## src/hdl/apb_pkg.sv

```systemverilog
// apb package
// request bundle, bus widths and register map of the settings port
`default_nettype none

package apb_pkg;

  typedef logic [7:0]  apb_addr_t;
  typedef logic [31:0] apb_data_t;

  // master to slave signals of one apb access
  typedef struct packed {
    logic      psel;
    logic      penable;
    logic      pwrite;
    apb_addr_t paddr;
    apb_data_t pwdata;
  } apb_req_t;

  // register map, byte offsets
  localparam apb_addr_t CFG_OFS  = 8'h00; // sys_cfg_t in bits 5..0
  localparam apb_addr_t HID_OFS  = 8'h04; // mouse 5..0, joystick 12..8
  localparam apb_addr_t KBD_BASE = 8'h10; // row i at KBD_BASE + 4*i

  // field positions inside the hid word
  localparam int HID_MOUSE_LSB = 0;
  localparam int HID_JOY_LSB   = 8;

endpackage

`default_nettype wire

```

## src/hdl/st_cfg_pkg.sv

```systemverilog
// st config package
// types and setting codes shared by the atari st glue blocks
`default_nettype none

package st_cfg_pkg;

  // mouse port source, as picked in the on-screen menu
  typedef enum logic [1:0] {
    MP_USB       = 2'd0,
    MP_DB9_ATARI = 2'd1,
    MP_DB9_AMIGA = 2'd2,
    MP_NONE      = 2'd3
  } mouse_port_e;

  typedef enum logic [1:0] {
    VOL_MUTE    = 2'd0,
    VOL_QUARTER = 2'd1, // -12 dB
    VOL_HALF    = 2'd2, // -6 dB
    VOL_FULL    = 2'd3
  } volume_e;

  // menu settings, msb first
  typedef struct packed {
    mouse_port_e mouse_port;
    volume_e     volume;
    logic        sys_reset; // hold the st in reset
    logic        coldboot;  // rising edge scrambles ram
  } sys_cfg_t;

  typedef logic [5:0]  port6_t;     // up/down/left/right + 2 buttons
  typedef logic [4:0]  joy5_t;      // directions + fire
  typedef logic [7:0]  kbd_row_t;   // active low key bits
  typedef logic [14:0] kbd_sel_t;   // active low row strobes
  typedef logic [14:0] sample15_t;  // signed, from chipset mixer
  typedef logic [15:0] sample16_t;  // signed, to dac
  typedef logic [22:0] word_addr_t; // st ram word address

  localparam int KBD_ROWS = 15;

endpackage

`default_nettype wire

```

## src/hdl/apb_regs.sv

```systemverilog
// apb register slave
// holds the menu settings, usb hid mouse/joystick state and the
// fifteen keyboard matrix rows written by the mcu
`timescale 1ns/1ns
`default_nettype none

module apb_regs
  import apb_pkg::*;
  import st_cfg_pkg::*;
(
  input  logic      clk32,
  input  logic      rst,
  input  apb_req_t  apb,
  output apb_data_t prdata,
  output logic      pready,
  output logic      pslverr,
  output sys_cfg_t  cfg,
  output port6_t    hid_mouse,
  output joy5_t     hid_joy,
  output kbd_row_t  kbd_rows [KBD_ROWS]
);

  // first byte past the last keyboard row
  localparam apb_addr_t KBD_END = KBD_BASE + apb_addr_t'(4 * KBD_ROWS);

  logic      access;  // second cycle of an apb transfer
  logic      cfg_hit;
  logic      hid_hit;
  logic      kbd_hit;
  apb_addr_t kbd_ofs;
  logic [3:0] kbd_idx;
  apb_data_t rd_data;

  assign access = apb.psel && apb.penable;

  // address decode
  assign cfg_hit = (apb.paddr == CFG_OFS);
  assign hid_hit = (apb.paddr == HID_OFS);
  assign kbd_ofs = apb.paddr - KBD_BASE;
  assign kbd_idx = 4'(kbd_ofs >> 2); // word index into row array
  assign kbd_hit = (apb.paddr >= KBD_BASE) && (apb.paddr < KBD_END) &&
                   (apb.paddr[1:0] == 2'b00); // word aligned only

  // writes land at the edge that closes the access phase
  always_ff @(posedge clk32) begin
    if (rst) begin
      cfg.mouse_port <= MP_USB;
      cfg.volume     <= VOL_FULL;
      cfg.sys_reset  <= 1'b0;
      cfg.coldboot   <= 1'b0;
      hid_mouse      <= '0;
      hid_joy        <= '0;
      for (int i = 0; i < KBD_ROWS; i++) begin
        kbd_rows[i] <= 8'hFF; // all keys released
      end
    end else if (access && apb.pwrite) begin
      if (cfg_hit) begin
        cfg <= sys_cfg_t'(apb.pwdata[5:0]);
      end
      if (hid_hit) begin
        hid_mouse <= apb.pwdata[HID_MOUSE_LSB +: 6];
        hid_joy   <= apb.pwdata[HID_JOY_LSB +: 5];
      end
      if (kbd_hit) begin
        kbd_rows[kbd_idx] <= apb.pwdata[7:0];
      end
    end
  end

  // read mux, unmapped reads as zero
  always_comb begin
    rd_data = '0;
    if (cfg_hit) begin
      rd_data[5:0] = cfg;
    end else if (hid_hit) begin
      rd_data[HID_MOUSE_LSB +: 6] = hid_mouse;
      rd_data[HID_JOY_LSB +: 5]   = hid_joy;
    end else if (kbd_hit) begin
      rd_data[7:0] = kbd_rows[kbd_idx];
    end
  end

  assign prdata  = access ? rd_data : '0; // only driven in access phase
  assign pready  = 1'b1;                   // no wait states
  assign pslverr = access && !(cfg_hit || hid_hit || kbd_hit);

endmodule

`default_nettype wire

```

## src/hdl/audio_volume.sv

```systemverilog
// audio volume
// widens chipset audio to 16 bit and scales it by the menu volume
`timescale 1ns/1ns
`default_nettype none

module audio_volume
  import st_cfg_pkg::*;
(
  input  logic      clk32,
  input  logic      rst,
  input  volume_e   volume,
  input  sample15_t audio_l_in,
  input  sample15_t audio_r_in,
  output sample16_t audio_l,
  output sample16_t audio_r
);

  // sign extend, then arithmetic shift for the volume step
  function automatic sample16_t scale(input sample15_t s, input volume_e v);
    sample16_t ext;
    ext = {s[14], s};
    case (v)
      VOL_MUTE:    return '0;
      VOL_QUARTER: return {{2{ext[15]}}, ext[15:2]}; // /4
      VOL_HALF:    return {ext[15], ext[15:1]};      // /2
      default:     return ext;
    endcase
  endfunction

  // one cycle latency on both channels
  always_ff @(posedge clk32) begin
    if (rst) begin
      audio_l <= '0;
      audio_r <= '0;
    end else begin
      audio_l <= scale(audio_l_in, volume);
      audio_r <= scale(audio_r_in, volume);
    end
  end

endmodule

`default_nettype wire

```

## src/hdl/boot_control.sv

```systemverilog
// boot control
// waits for the sd card image, gates the st reset and scrambles
// ram addresses on every coldboot request
`timescale 1ns/1ns
`default_nettype none

module boot_control
  import st_cfg_pkg::*;
#(
  parameter int unsigned SD_WAIT_CYCLES = 64000000 // max wait for an sd image
) (
  input  logic        clk32,
  input  logic        rst,
  input  sys_cfg_t    cfg,
  input  logic        reset_button,
  input  logic        ram_ready,
  input  logic        flash_ready,
  input  logic [31:0] sd_img_size,
  input  word_addr_t  ram_addr_in,
  output logic        st_resb,
  output logic        sd_ready,
  output word_addr_t  ram_addr_out
);

  localparam int WAIT_W = $clog2(SD_WAIT_CYCLES + 1);

  logic [WAIT_W-1:0] sd_wait;  // cycles since reset
  logic              cb_d;     // coldboot, one cycle late
  logic [1:0]        scramble;

  // give the mcu time to mount a default image before boot
  always_ff @(posedge clk32) begin
    if (rst) begin
      sd_wait  <= '0;
      sd_ready <= 1'b0;
    end else if (!sd_ready) begin
      if (sd_img_size != 32'd0) begin
        sd_ready <= 1'b1; // image mounted
      end
      if (sd_wait < WAIT_W'(SD_WAIT_CYCLES)) begin
        sd_wait <= sd_wait + 1'b1;
      end else begin
        sd_ready <= 1'b1; // timeout, boot anyway
      end
    end
  end

  // count coldboot rising edges
  always_ff @(posedge clk32) begin
    if (rst) begin
      cb_d     <= 1'b0;
      scramble <= 2'd0;
    end else begin
      cb_d <= cfg.coldboot;
      if (cfg.coldboot && !cb_d) begin
        scramble <= scramble + 2'd1;
      end
    end
  end

  // run the st only once everything below it is up
  assign st_resb = !cfg.sys_reset && !reset_button &&
                   ram_ready && flash_ready && sd_ready;

  // old ram contents look like garbage after a cold boot
  assign ram_addr_out = {ram_addr_in[22:5], ram_addr_in[4:3] ^ scramble, ram_addr_in[2:0]};

endmodule

`default_nettype wire

```

## src/hdl/input_mapper.sv

```systemverilog
// input mapper
// picks the mouse source for joy0, merges db9 into joy1 and
// reads the keyboard matrix columns for the selected rows
`timescale 1ns/1ns
`default_nettype none

module input_mapper
  import st_cfg_pkg::*;
(
  input  mouse_port_e mouse_port,
  input  port6_t      hid_mouse,
  input  joy5_t       hid_joy,
  input  logic [7:0]  io,       // db9 pins, active low
  input  kbd_row_t    kbd_rows [KBD_ROWS],
  input  kbd_sel_t    kbd_sel,  // row strobes from ikbd, active low
  output port6_t      joy0,
  output joy5_t       joy1,
  output kbd_row_t    kbd_cols
);

  port6_t db9_atari;
  port6_t db9_amiga;
  port6_t db9_joy;

  // same db9 pins, two wiring orders
  assign db9_atari = ~{io[5], io[0], io[2], io[1], io[4], io[3]};
  assign db9_amiga = ~{io[5], io[0], io[3], io[1], io[4], io[2]};

  // a db9 mouse replaces the usb one, mice hold lines active
  always_comb begin
    case (mouse_port)
      MP_USB:       joy0 = hid_mouse;
      MP_DB9_ATARI: joy0 = db9_atari;
      MP_DB9_AMIGA: joy0 = db9_amiga;
      default:      joy0 = '0; // port disabled
    endcase
  end

  // db9 acts as joystick only while the mouse is on usb
  assign db9_joy = (mouse_port == MP_USB) ? db9_atari : '0;
  assign joy1    = hid_joy | db9_joy[4:0]; // wired-or of both sources

  // pressed keys pull low, selected rows combine by and
  always_comb begin
    kbd_cols = 8'hFF;
    for (int i = 0; i < KBD_ROWS; i++) begin
      if (!kbd_sel[i]) begin
        kbd_cols = kbd_cols & kbd_rows[i];
      end
    end
  end

endmodule

`default_nettype wire

```

## src/hdl/st_glue_top.sv

```systemverilog
// atari st glue top
// settings registers, input mapping, audio scaling and boot control
`timescale 1ns/1ns
`default_nettype none

module st_glue_top
  import apb_pkg::*;
  import st_cfg_pkg::*;
#(
  parameter int unsigned SD_WAIT_CYCLES = 64000000 // 2 s at 32 MHz
) (
  input  logic        clk32,
  input  logic        rst,
  // apb settings port from the mcu
  input  apb_req_t    apb,
  output apb_data_t   prdata,
  output logic        pready,
  output logic        pslverr,
  // input devices
  input  logic [7:0]  io,      // db9 port
  input  kbd_sel_t    kbd_sel,
  output port6_t      joy0,
  output joy5_t       joy1,
  output kbd_row_t    kbd_cols,
  // audio
  input  sample15_t   audio_l_in,
  input  sample15_t   audio_r_in,
  output sample16_t   audio_l,
  output sample16_t   audio_r,
  // boot
  input  logic        reset_button,
  input  logic        ram_ready,
  input  logic        flash_ready,
  input  logic [31:0] sd_img_size,
  input  word_addr_t  ram_addr_in,
  output logic        st_resb,
  output logic        sd_ready,
  output word_addr_t  ram_addr_out
);

  sys_cfg_t cfg;                 // menu settings, fan out to all blocks
  port6_t   hid_mouse;
  joy5_t    hid_joy;
  kbd_row_t kbd_rows [KBD_ROWS]; // matrix image kept by the mcu

  apb_regs u_regs (
    .clk32    (clk32),
    .rst      (rst),
    .apb      (apb),
    .prdata   (prdata),
    .pready   (pready),
    .pslverr  (pslverr),
    .cfg      (cfg),
    .hid_mouse(hid_mouse),
    .hid_joy  (hid_joy),
    .kbd_rows (kbd_rows)
  );

  input_mapper u_input (
    .mouse_port(cfg.mouse_port),
    .hid_mouse (hid_mouse),
    .hid_joy   (hid_joy),
    .io        (io),
    .kbd_rows  (kbd_rows),
    .kbd_sel   (kbd_sel),
    .joy0      (joy0),
    .joy1      (joy1),
    .kbd_cols  (kbd_cols)
  );

  audio_volume u_audio (
    .clk32     (clk32),
    .rst       (rst),
    .volume    (cfg.volume),
    .audio_l_in(audio_l_in),
    .audio_r_in(audio_r_in),
    .audio_l   (audio_l),
    .audio_r   (audio_r)
  );

  boot_control #(
    .SD_WAIT_CYCLES(SD_WAIT_CYCLES)
  ) u_boot (
    .clk32       (clk32),
    .rst         (rst),
    .cfg         (cfg),
    .reset_button(reset_button),
    .ram_ready   (ram_ready),
    .flash_ready (flash_ready),
    .sd_img_size (sd_img_size),
    .ram_addr_in (ram_addr_in),
    .st_resb     (st_resb),
    .sd_ready    (sd_ready),
    .ram_addr_out(ram_addr_out)
  );

endmodule

`default_nettype wire

```

## config.mk

```make
export PLATFORM = sky130hd
export DESIGN_NAME = st_glue_top
export DESIGN_NICKNAME = d
export VERILOG_FILES = /design/src/hdl/apb_pkg.sv /design/src/hdl/st_cfg_pkg.sv /design/src/hdl/apb_regs.sv /design/src/hdl/audio_volume.sv /design/src/hdl/boot_control.sv /design/src/hdl/input_mapper.sv /design/src/hdl/st_glue_top.sv
export SDC_FILE = /design/constraint.sdc
export NUM_CORES = 1
export LEC_CHECK = 0
export ABC_AREA = 1
export BUFFER_PORTS_ARGS = -buffer_cell sky130_fd_sc_hd__buf_4
export CAP_MARGIN = 20
export CORE_MARGIN = 1
export CORE_UTILIZATION = 55
export CTS_CLUSTER_DIAMETER = 30
export DETAILED_ROUTE_END_ITERATION = 10
export PLACE_DENSITY = 0.82
export SLEW_MARGIN = 20
export SYNTH_ARGS = -nofsm -noshare
export SYNTH_HDL_FRONTEND = slang
export SYNTH_SLANG_ARGS = --single-unit
```

## constraint.sdc

```tcl
create_clock -name clk32 -period 3.36 [get_ports clk32]
set_clock_uncertainty 0.1 [all_clocks]
set_input_delay 0.504 -clock clk32 [delete_from_list [all_inputs] [get_ports clk32]]
set_output_delay 0.504 -clock clk32 [all_outputs]
set_load 0.01 [all_outputs]
```

==> results.txt, run 1 <==
* Run status: completed
- Pin placement for this block handled 266 I/O pins.
- Worst-case vdd ir drop: 0.314 mV
- Cell variety after synth: 38
- For this run, asynchronously set or reset flops after synthesis account for 0.
- In the routed design, unresolved DRC markers number 0.
- Clock Sinks: 197
- Of the total synthesized cell area, the portion taken by XOR and XNOR cells is 0.0142.
- Cell at the slowest stage of the critical path: nor2_1
* CTS tree: yes
- The floorplan step set the die width to 144 um.
- Summing every instance area after synthesis gives 11100 sq um.
* RD Place Congestion: 1.03
* Number of buffers on the longest clock path: 2
* Net total in the final layout: 2000
* Static power due to leakage: 6.74 nW
* Biggest fanout along the worst timing path: 7
- The worst setup path is of the in2out kind.
- STA puts the critical path data arrival time at 2460 ps.
- The total area inside the core boundary comes to 19600 sq um.
- Proportion of layout cells with a drive suffix above 1: 0.154
- Clock tree synthesis inserted a total of 17 buffers.
- Nature of the critical path endpoint: output pin
- After floorplanning, the core was divided into 51 placement rows.
* First-pass GRT wire length: 59400 um
* Routed vias/inst: 5.74
* Main combinational cell family by area after synthesis: simple AND/OR/NAND/NOR gates
* Uppermost signal routing layer after detailed routing: met4
* Final HPWL from detailed placement: 29100 um
- Setup repair after global routing left no endpoint under its margin.
- Via count: 12100
* Finish-stage setup viols: 0
- The post-synthesis compound-gate area fraction was 0.112.
- Number of flops mapped to enable cells by yosys: 0
- Synth-to-layout area growth: 17.3%
- Proportion of synthesized chip area in sequential cells: 0.356
- Share of cell area taken by muxes after synthesis: 0
* Antenna violations before repair: 0
* Wire per inst: 18.6 um
- In the layout the commonest cells are 443 x nand2_1, 289 x nand3_1, 209 x buf_4.
* Post-cts sizing count: 0
- The cell sitting at the root of the clock tree is a clkbuf_16.
- Total wire length after detailed routing: 39400 um
- The first routing iteration left 1388 violations.
- Total length of routed met3 wires: 4420 um
- Die Y: 144 um
- Post CTS Setup Buffer Count: 0
- Data on the critical path is required at its endpoint by 2760 ps.
* Startpoint type of the worst setup path: input port
- The via count of the first global-routing pass came to 10700.
* H-tree depth: 4
- Remaining antenna violation count after routing: 0
* Met2 WL post-DR: 16900 um
- Counting flops and latches in the post-synthesis netlist gives 197.
- The number of slew-limit violations in the final report came to 0.
- Leading cell type in the layout, fill and taps excluded: nand2_1
- After clock tree synthesis, the flow added hold-fix buffers numbering 0.
- Share of the clock period used by the worst path: 0.911
- The min-delay analysis places its worst path in the category in2reg.
- The number of hold-slack violations in the final timing report came to 0.
* TritonRoute pass-1 iters: 7
* Antenna diode count: 0
- Simple-Gate Fraction of Synth Area: 0.382
- Final critical-path required period: 3060 ps
- At the later pin of the worst-skew pair, clock insertion delay measures 450 ps.
* Maximum operating frequency: 327 MHz
* Number of buffer cells added on primary ports: 182
- Summed over all layers, the global routing overflow is 0.
- For this block, wires on met1 add up to 16500 um.
- Area enclosed by the die boundary: 20700 sq um
- The finished layout holds 2114 standard cells, fillers aside.
- Clock-pin slew was measured on the worst setup and hold paths at 70 ps.
* Instance count after placement with tap cells included: 2084
- Adder-cell share of the synthesized area: 0.00679
- Number of max-cap violations: 0
- Avg Inst Size Synth: 6.44 sq um
* Relative slew margins: 0.428
* Yosys warnings: 0
* Worst-path cell chain: buf_4, inv_1, ha_1, nand2_1, o21ai_1, nand2_2, nor2_1, nand3_1, nor2_1, buf_4
* All-Layer GR Usage: 0.383
- Setup total negative slack on the finished layout was measured at 0 ps.
- The largest single stage delay on the critical path is 400 ps.
- The most used flip-flop cell after synthesis is dfxtp_1.
- Effective utilization at floorplan: 0.565
- Worst Tran Pin Value: 856 ps
- Counting every instance in the synthesized netlist gives 1717.
- Entering global routing, the biggest net connects 65 pins.
* PD cells: 382 nW/um^2
## metrics by stage
step	power, mW	instance area (sq um)	util	hold WS, ps	setup slack [ps]
after detailed placement	2.94	12400	0.633	344	384
after global placement	2.94	12400	0.633	337	467
final	4.95	13000	0.662	194	301
after global routing	5.11	13000	0.662	214	173
after CTS	4.95	13000	0.662	192	371
after floorplan	2.71	11100	-	329	400
## layer usage
metal	global-route usage	vias up
li1	-	5789
met3	0.0973	121
met1	0.514	5515
met4	0.175	0
met2	0.572	717
met5	0	-
## report_power, final
group / internal, mW / leakage, nW / switching (mW)
clock: 1.07 / 0.282 / 0.984
sequential: 2.36 / 1.60 / 0.0101
combinational: 0.196 / 4.86 / 0.341
## cell families (layout without fill, tap and decap cells)
| group | count (synthesis) | count (layout) |
|---|---|---|
| XOR/XNOR | 18 | 18 |
| adder cells (fa/ha/maj) | 6 | 6 |
| AND/OR/NAND/NOR | 971 | 971 |
| AO/OA/AOI/OAI | 208 | 208 |
| flip-flops | 197 | 197 |
| other | 2 | 20 |
| buffers and inverters | 315 | 429 |
## Yosys cell counts, drive strengths merged, types with 3 or more instances
cell	instances	area, sq um
nor4	11	68.8
xnor2	4	35.0
inv	185	694
a221oi	10	87.6
clkbuf	59	221
nor2	174	713
nand3	289	1450
dfxtp	197	3940
o211ai	4	30.0
buf	70	492
a21oi	54	270
o22ai	55	344
ha	6	75.1
nand3b	9	67.6
a22oi	3	22.5
o221ai	14	123
xor2	14	123
nand2	461	1780
or2	5	31.3
nor3	21	121
o21ai	62	310
o2111ai	4	35.0
## worst max-delay path, delay by kind of cell
family | cells | cell delay [ps]
adder cells (fa/ha/maj) | 1 | 190
buffers and inverters | 3 | 390
AND/OR/NAND/NOR | 5 | 1160
AO/OA/AOI/OAI | 1 | 200
## state kept, by name, summed over array words and instances, names as in the netlist
| name | count |
|---|---|
| u_regs.hid_joy | 5 |
| u_boot.sd_ready | 1 |
| u_regs.kbd_rows | 120 |
| u_boot.sd_wait | 26 |
| u_boot.cb_d | 1 |
| u_audio.audio_l | 15 |
| u_audio.audio_r | 15 |
| u_boot.scramble | 2 |
| u_regs.hid_mouse | 6 |
| u_regs.cfg | 6 |
## final timing paths
path | cells past startpoint | slack, ps | startpoint | end
min reg2reg | 2 | 360 | u_regs.kbd_rows[79] | u_regs.kbd_rows[79]
max reg2reg | 9 | 1120 | u_boot.sd_wait[17] | u_boot.sd_wait[20]
max | 10 | 300 | apb[37] | prdata[6]
min | 3 | 190 | apb[8] | u_regs.hid_joy[0]
## final cells by class
class / count / area (sq um)
tap: 265 / 332
fill: 1830 / 6610
inverter: 186 / 701
timing repair buffer: 213 / 1650
multi-input combinational: 1223 / 5780
sequential: 197 / 3940
clock inverter: 12 / 136
clock buffer: 18 / 439
No activity file was read; power rests on OpenSTA's default activity.
==> run 2, diff against run 1 <==
--- a/config.mk
+++ b/config.mk
@@ -9,10 +9,10 @@
 export BUFFER_PORTS_ARGS = -buffer_cell sky130_fd_sc_hd__buf_4
 export CAP_MARGIN = 20
 export CORE_MARGIN = 1
-export CORE_UTILIZATION = 55
+export CORE_UTILIZATION = 50
 export CTS_CLUSTER_DIAMETER = 30
 export DETAILED_ROUTE_END_ITERATION = 10
-export PLACE_DENSITY = 0.82
+export PLACE_DENSITY = 0.75
 export SLEW_MARGIN = 20
 export SYNTH_ARGS = -nofsm -noshare
 export SYNTH_HDL_FRONTEND = slang
==> constraint.sdc (replaced) <==
create_clock -name clk32 -period 3 [get_ports clk32]
set_clock_uncertainty 0.1 [all_clocks]
set_input_delay 0.45 -clock clk32 [delete_from_list [all_inputs] [get_ports clk32]]
set_output_delay 0.45 -clock clk32 [all_outputs]
set_load 0.01 [all_outputs]
==> run 2 against run 1 <==
Net effect: core utilization fell by 6.6 points; critical path depth unchanged; flip-flop and latch count stayed put; first-iteration DRC count increased by 1.7%; count of clock-buffer cells in the layout up 3; global-route usage shrank 5.2 points; combinational power increased by 9.5%; non-clock buffer count is 4 lower; wire length is 4.0% lower; total power is 12% higher; largest power group unchanged; highest routed layer unchanged; critical endpoint is now prdata[1].
==> results.txt, run 2 (synthesis results as in run 1) <==
- Logic gate share of total power: 0.106
- Number of buffers on the longest clock path: 2
- The clock drives 197 sinks.
* Pins Over Slew Limit: 0
- Across the VDD grid, the largest voltage drop is 0.285 mV.
* Insertion delay of the later-clocked pin in the worst-skew pair: 440 ps
- Die Y: 151 um
- In the global route stage, overall resource usage came out at 0.331.
- Maximum number of pins on one net before global-route repair: 82
- Tightest hold margin: 152 ps
* Number of max-cap violations: 0
- Sw power: 1.47 mW
- The worst setup path is of the in2out kind.
* Proportion of layout cells with a drive suffix above 1: 0.152
- The initial antenna violation count was 0.
- The number of hold-slack violations in the final timing report was 0.
* Layout filler cell count: 2060
- Antenna diode count: 0
* Total wire length after detailed routing: 37800 um
* Share of the clock period used by the worst path: 0.951
- STA puts the critical path data arrival time at 2300 ps.
- DRC Markers: 0
- Final Non-Filler Cells: 2127
- Leaving out fill and tap cells, the most frequent cells in the layout are 443 x nand2_1, 289 x nand3_1, 204 x buf_4.
- Tracing the worst setup path back leads to its startpoint at apb[35].
* Max FFs per register: 120
- Via count: 12100
* Nature of the critical path endpoint: output pin
- Placeable core region: 21800 sq um
- The floorplan step defined a die boundary enclosing 22700 sq um.
- Once the clock tree was built, the setup fixing pass inserted 0 buffers.
- Using the TritonRoute via totals, the vias-per-cell ratio works out to 5.71.
- Overall power: 5.54 mW
- PD cells: 427 nW/um^2
- In this run the core area contains 54 standard-cell rows.
- Launch instance of the worst min-delay path: apb[11]
- Static power due to leakage: 6.73 nW
- I/O pin total: 266
- Largest register by flop count: u_regs.kbd_rows
- Leaving out fill and tap cells, the most frequent cell in the layout is nand2_1.
- Run status: completed
- Of the total power, the share spent switching nets is 0.266.
- Effective utilization at floorplan: 0.509
- The internal portion of the total power is 4.07 mW.
- At the worst endpoint, the required time is 2450 ps.
- Portion of total power attributed to the clock network: 0.416
- Number of global-route vias before repair: 10300
* Drt initial violations: 1411
- The startpoint identified for the worst register-to-register timing path is u_boot.sd_wait[17].
* Class of the worst hold path: in2reg
- Final HPWL from detailed placement: 27500 um
- The number of hold buffers added after CTS was 0.
- The cell sitting at the root of the clock tree is a clkbuf_16.
* Clock-pin slew of the registers on the worst-case setup and hold paths: 70 ps
* TritonRoute pass-1 iters: 6
- The final layout contains 1996 nets.
- The largest registers in the layout are u_regs.kbd_rows x120, u_boot.sd_wait x26.
* First-pass GRT wire length: 57300 um
- The floorplan step set the die width to 151 um.
- Worst Tran Pin Value: 829 ps
* Sequential share of power: 0.478
- The congestion estimate from routability-driven global placement came to 1.05.
- Setup repair after global routing left no endpoint under its margin.
* Maximum operating frequency: 351 MHz
* Remaining antenna violation count after routing: 0
* Total Neg Setup Slack: 0 ps
- After detailed routing, the average wire length per cell comes to 17.8 um.
- Startpoint type of the worst setup path: input port
* H-tree depth: 4
- For this run the aggregate overflow at the end of global routing stands at 0.
- Port buffering added 182 buffers.
- Final critical-path required period: 2850 ps
- Measured against its own limit, the worst slew margin works out to 0.446.
- In this run the worst path has a maximum fanout of 21.
- CTS tree: yes
* Finish-stage setup viols: 0
* TritonCTS Buffers: 17
* Instance count after placement with tap cells included: 2095
- Gates resized during post-CTS repair numbered 0.
- The area growth from synthesis to layout is 17.3%.
-- run 2: power by group through the flow --
| stage | Sequential, mW | Combinational, mW | Clock, mW |
|---|---|---|---|
| detailed placement | 2.71 | 0.572 | 0 |
| global route | 2.65 | 0.626 | 2.44 |
| CTS | 2.65 | 0.573 | 2.33 |
| global placement | 2.71 | 0.568 | 0 |
| finish | 2.65 | 0.588 | 2.30 |
| floorplan | 2.72 | 0.314 | 0 |
-- run 2: final cells by class --
| cell class | instances | area (sq um) | area share |
|---|---|---|---|
| Timing Repair Buffer | 209 | 1630 | 0.126 |
| Multi-Input combinational cell | 1223 | 5780 | 0.445 |
| Inverter | 186 | 701 | 0.0540 |
| Sequential cell | 197 | 3940 | 0.304 |
| Clock buffer | 21 | 460 | 0.0355 |
| Clock inverter | 11 | 119 | 0.00916 |
| Tap cell | 280 | 350 | 0.0270 |
-- run 2: stage by stage --
stage               area [sq um]  utilization  setup WS, ps
floorplan                  11100            -           148
global placement           12400        0.570           285
detailed placement         12400        0.570           251
CTS                        13000        0.597           239
global route               13000        0.597          13.6
finish                     13000        0.597           148
-- run 2: final timing paths --
| kind | endpoint | slack (ps) | depth (start not counted) |
|---|---|---|---|
| setup / recovery | prdata[1] | 150 | 10 |
| hold / removal | u_regs.hid_joy[3] | 150 | 3 |
| setup reg to reg | u_boot.sd_wait[11] | 840 | 8 |
| hold reg to reg | u_regs.kbd_rows[91] | 360 | 2 |
-- run 2: layer usage --
layer / part of all wire / wire, um / up-vias / GRT usage
met5: 0 / 0 / - / 0
met4: 0.025 / 955 / 0 / 0.110
met3: 0.11 / 4310 / 85 / 0.0652
met2: 0.43 / 16200 / 749 / 0.491
met1: 0.43 / 16400 / 5535 / 0.473
li1: - / - / 5772 / -
-- run 2: critical path, stage by stage --
cell,delay (ps)
buf_4,270
inv_1,200
nand2_2,360
nor2_1,70
nor2_1,110
nand3_1,160
nand2_1,160
nand3_1,110
a21oi_1,220
buf_4,160
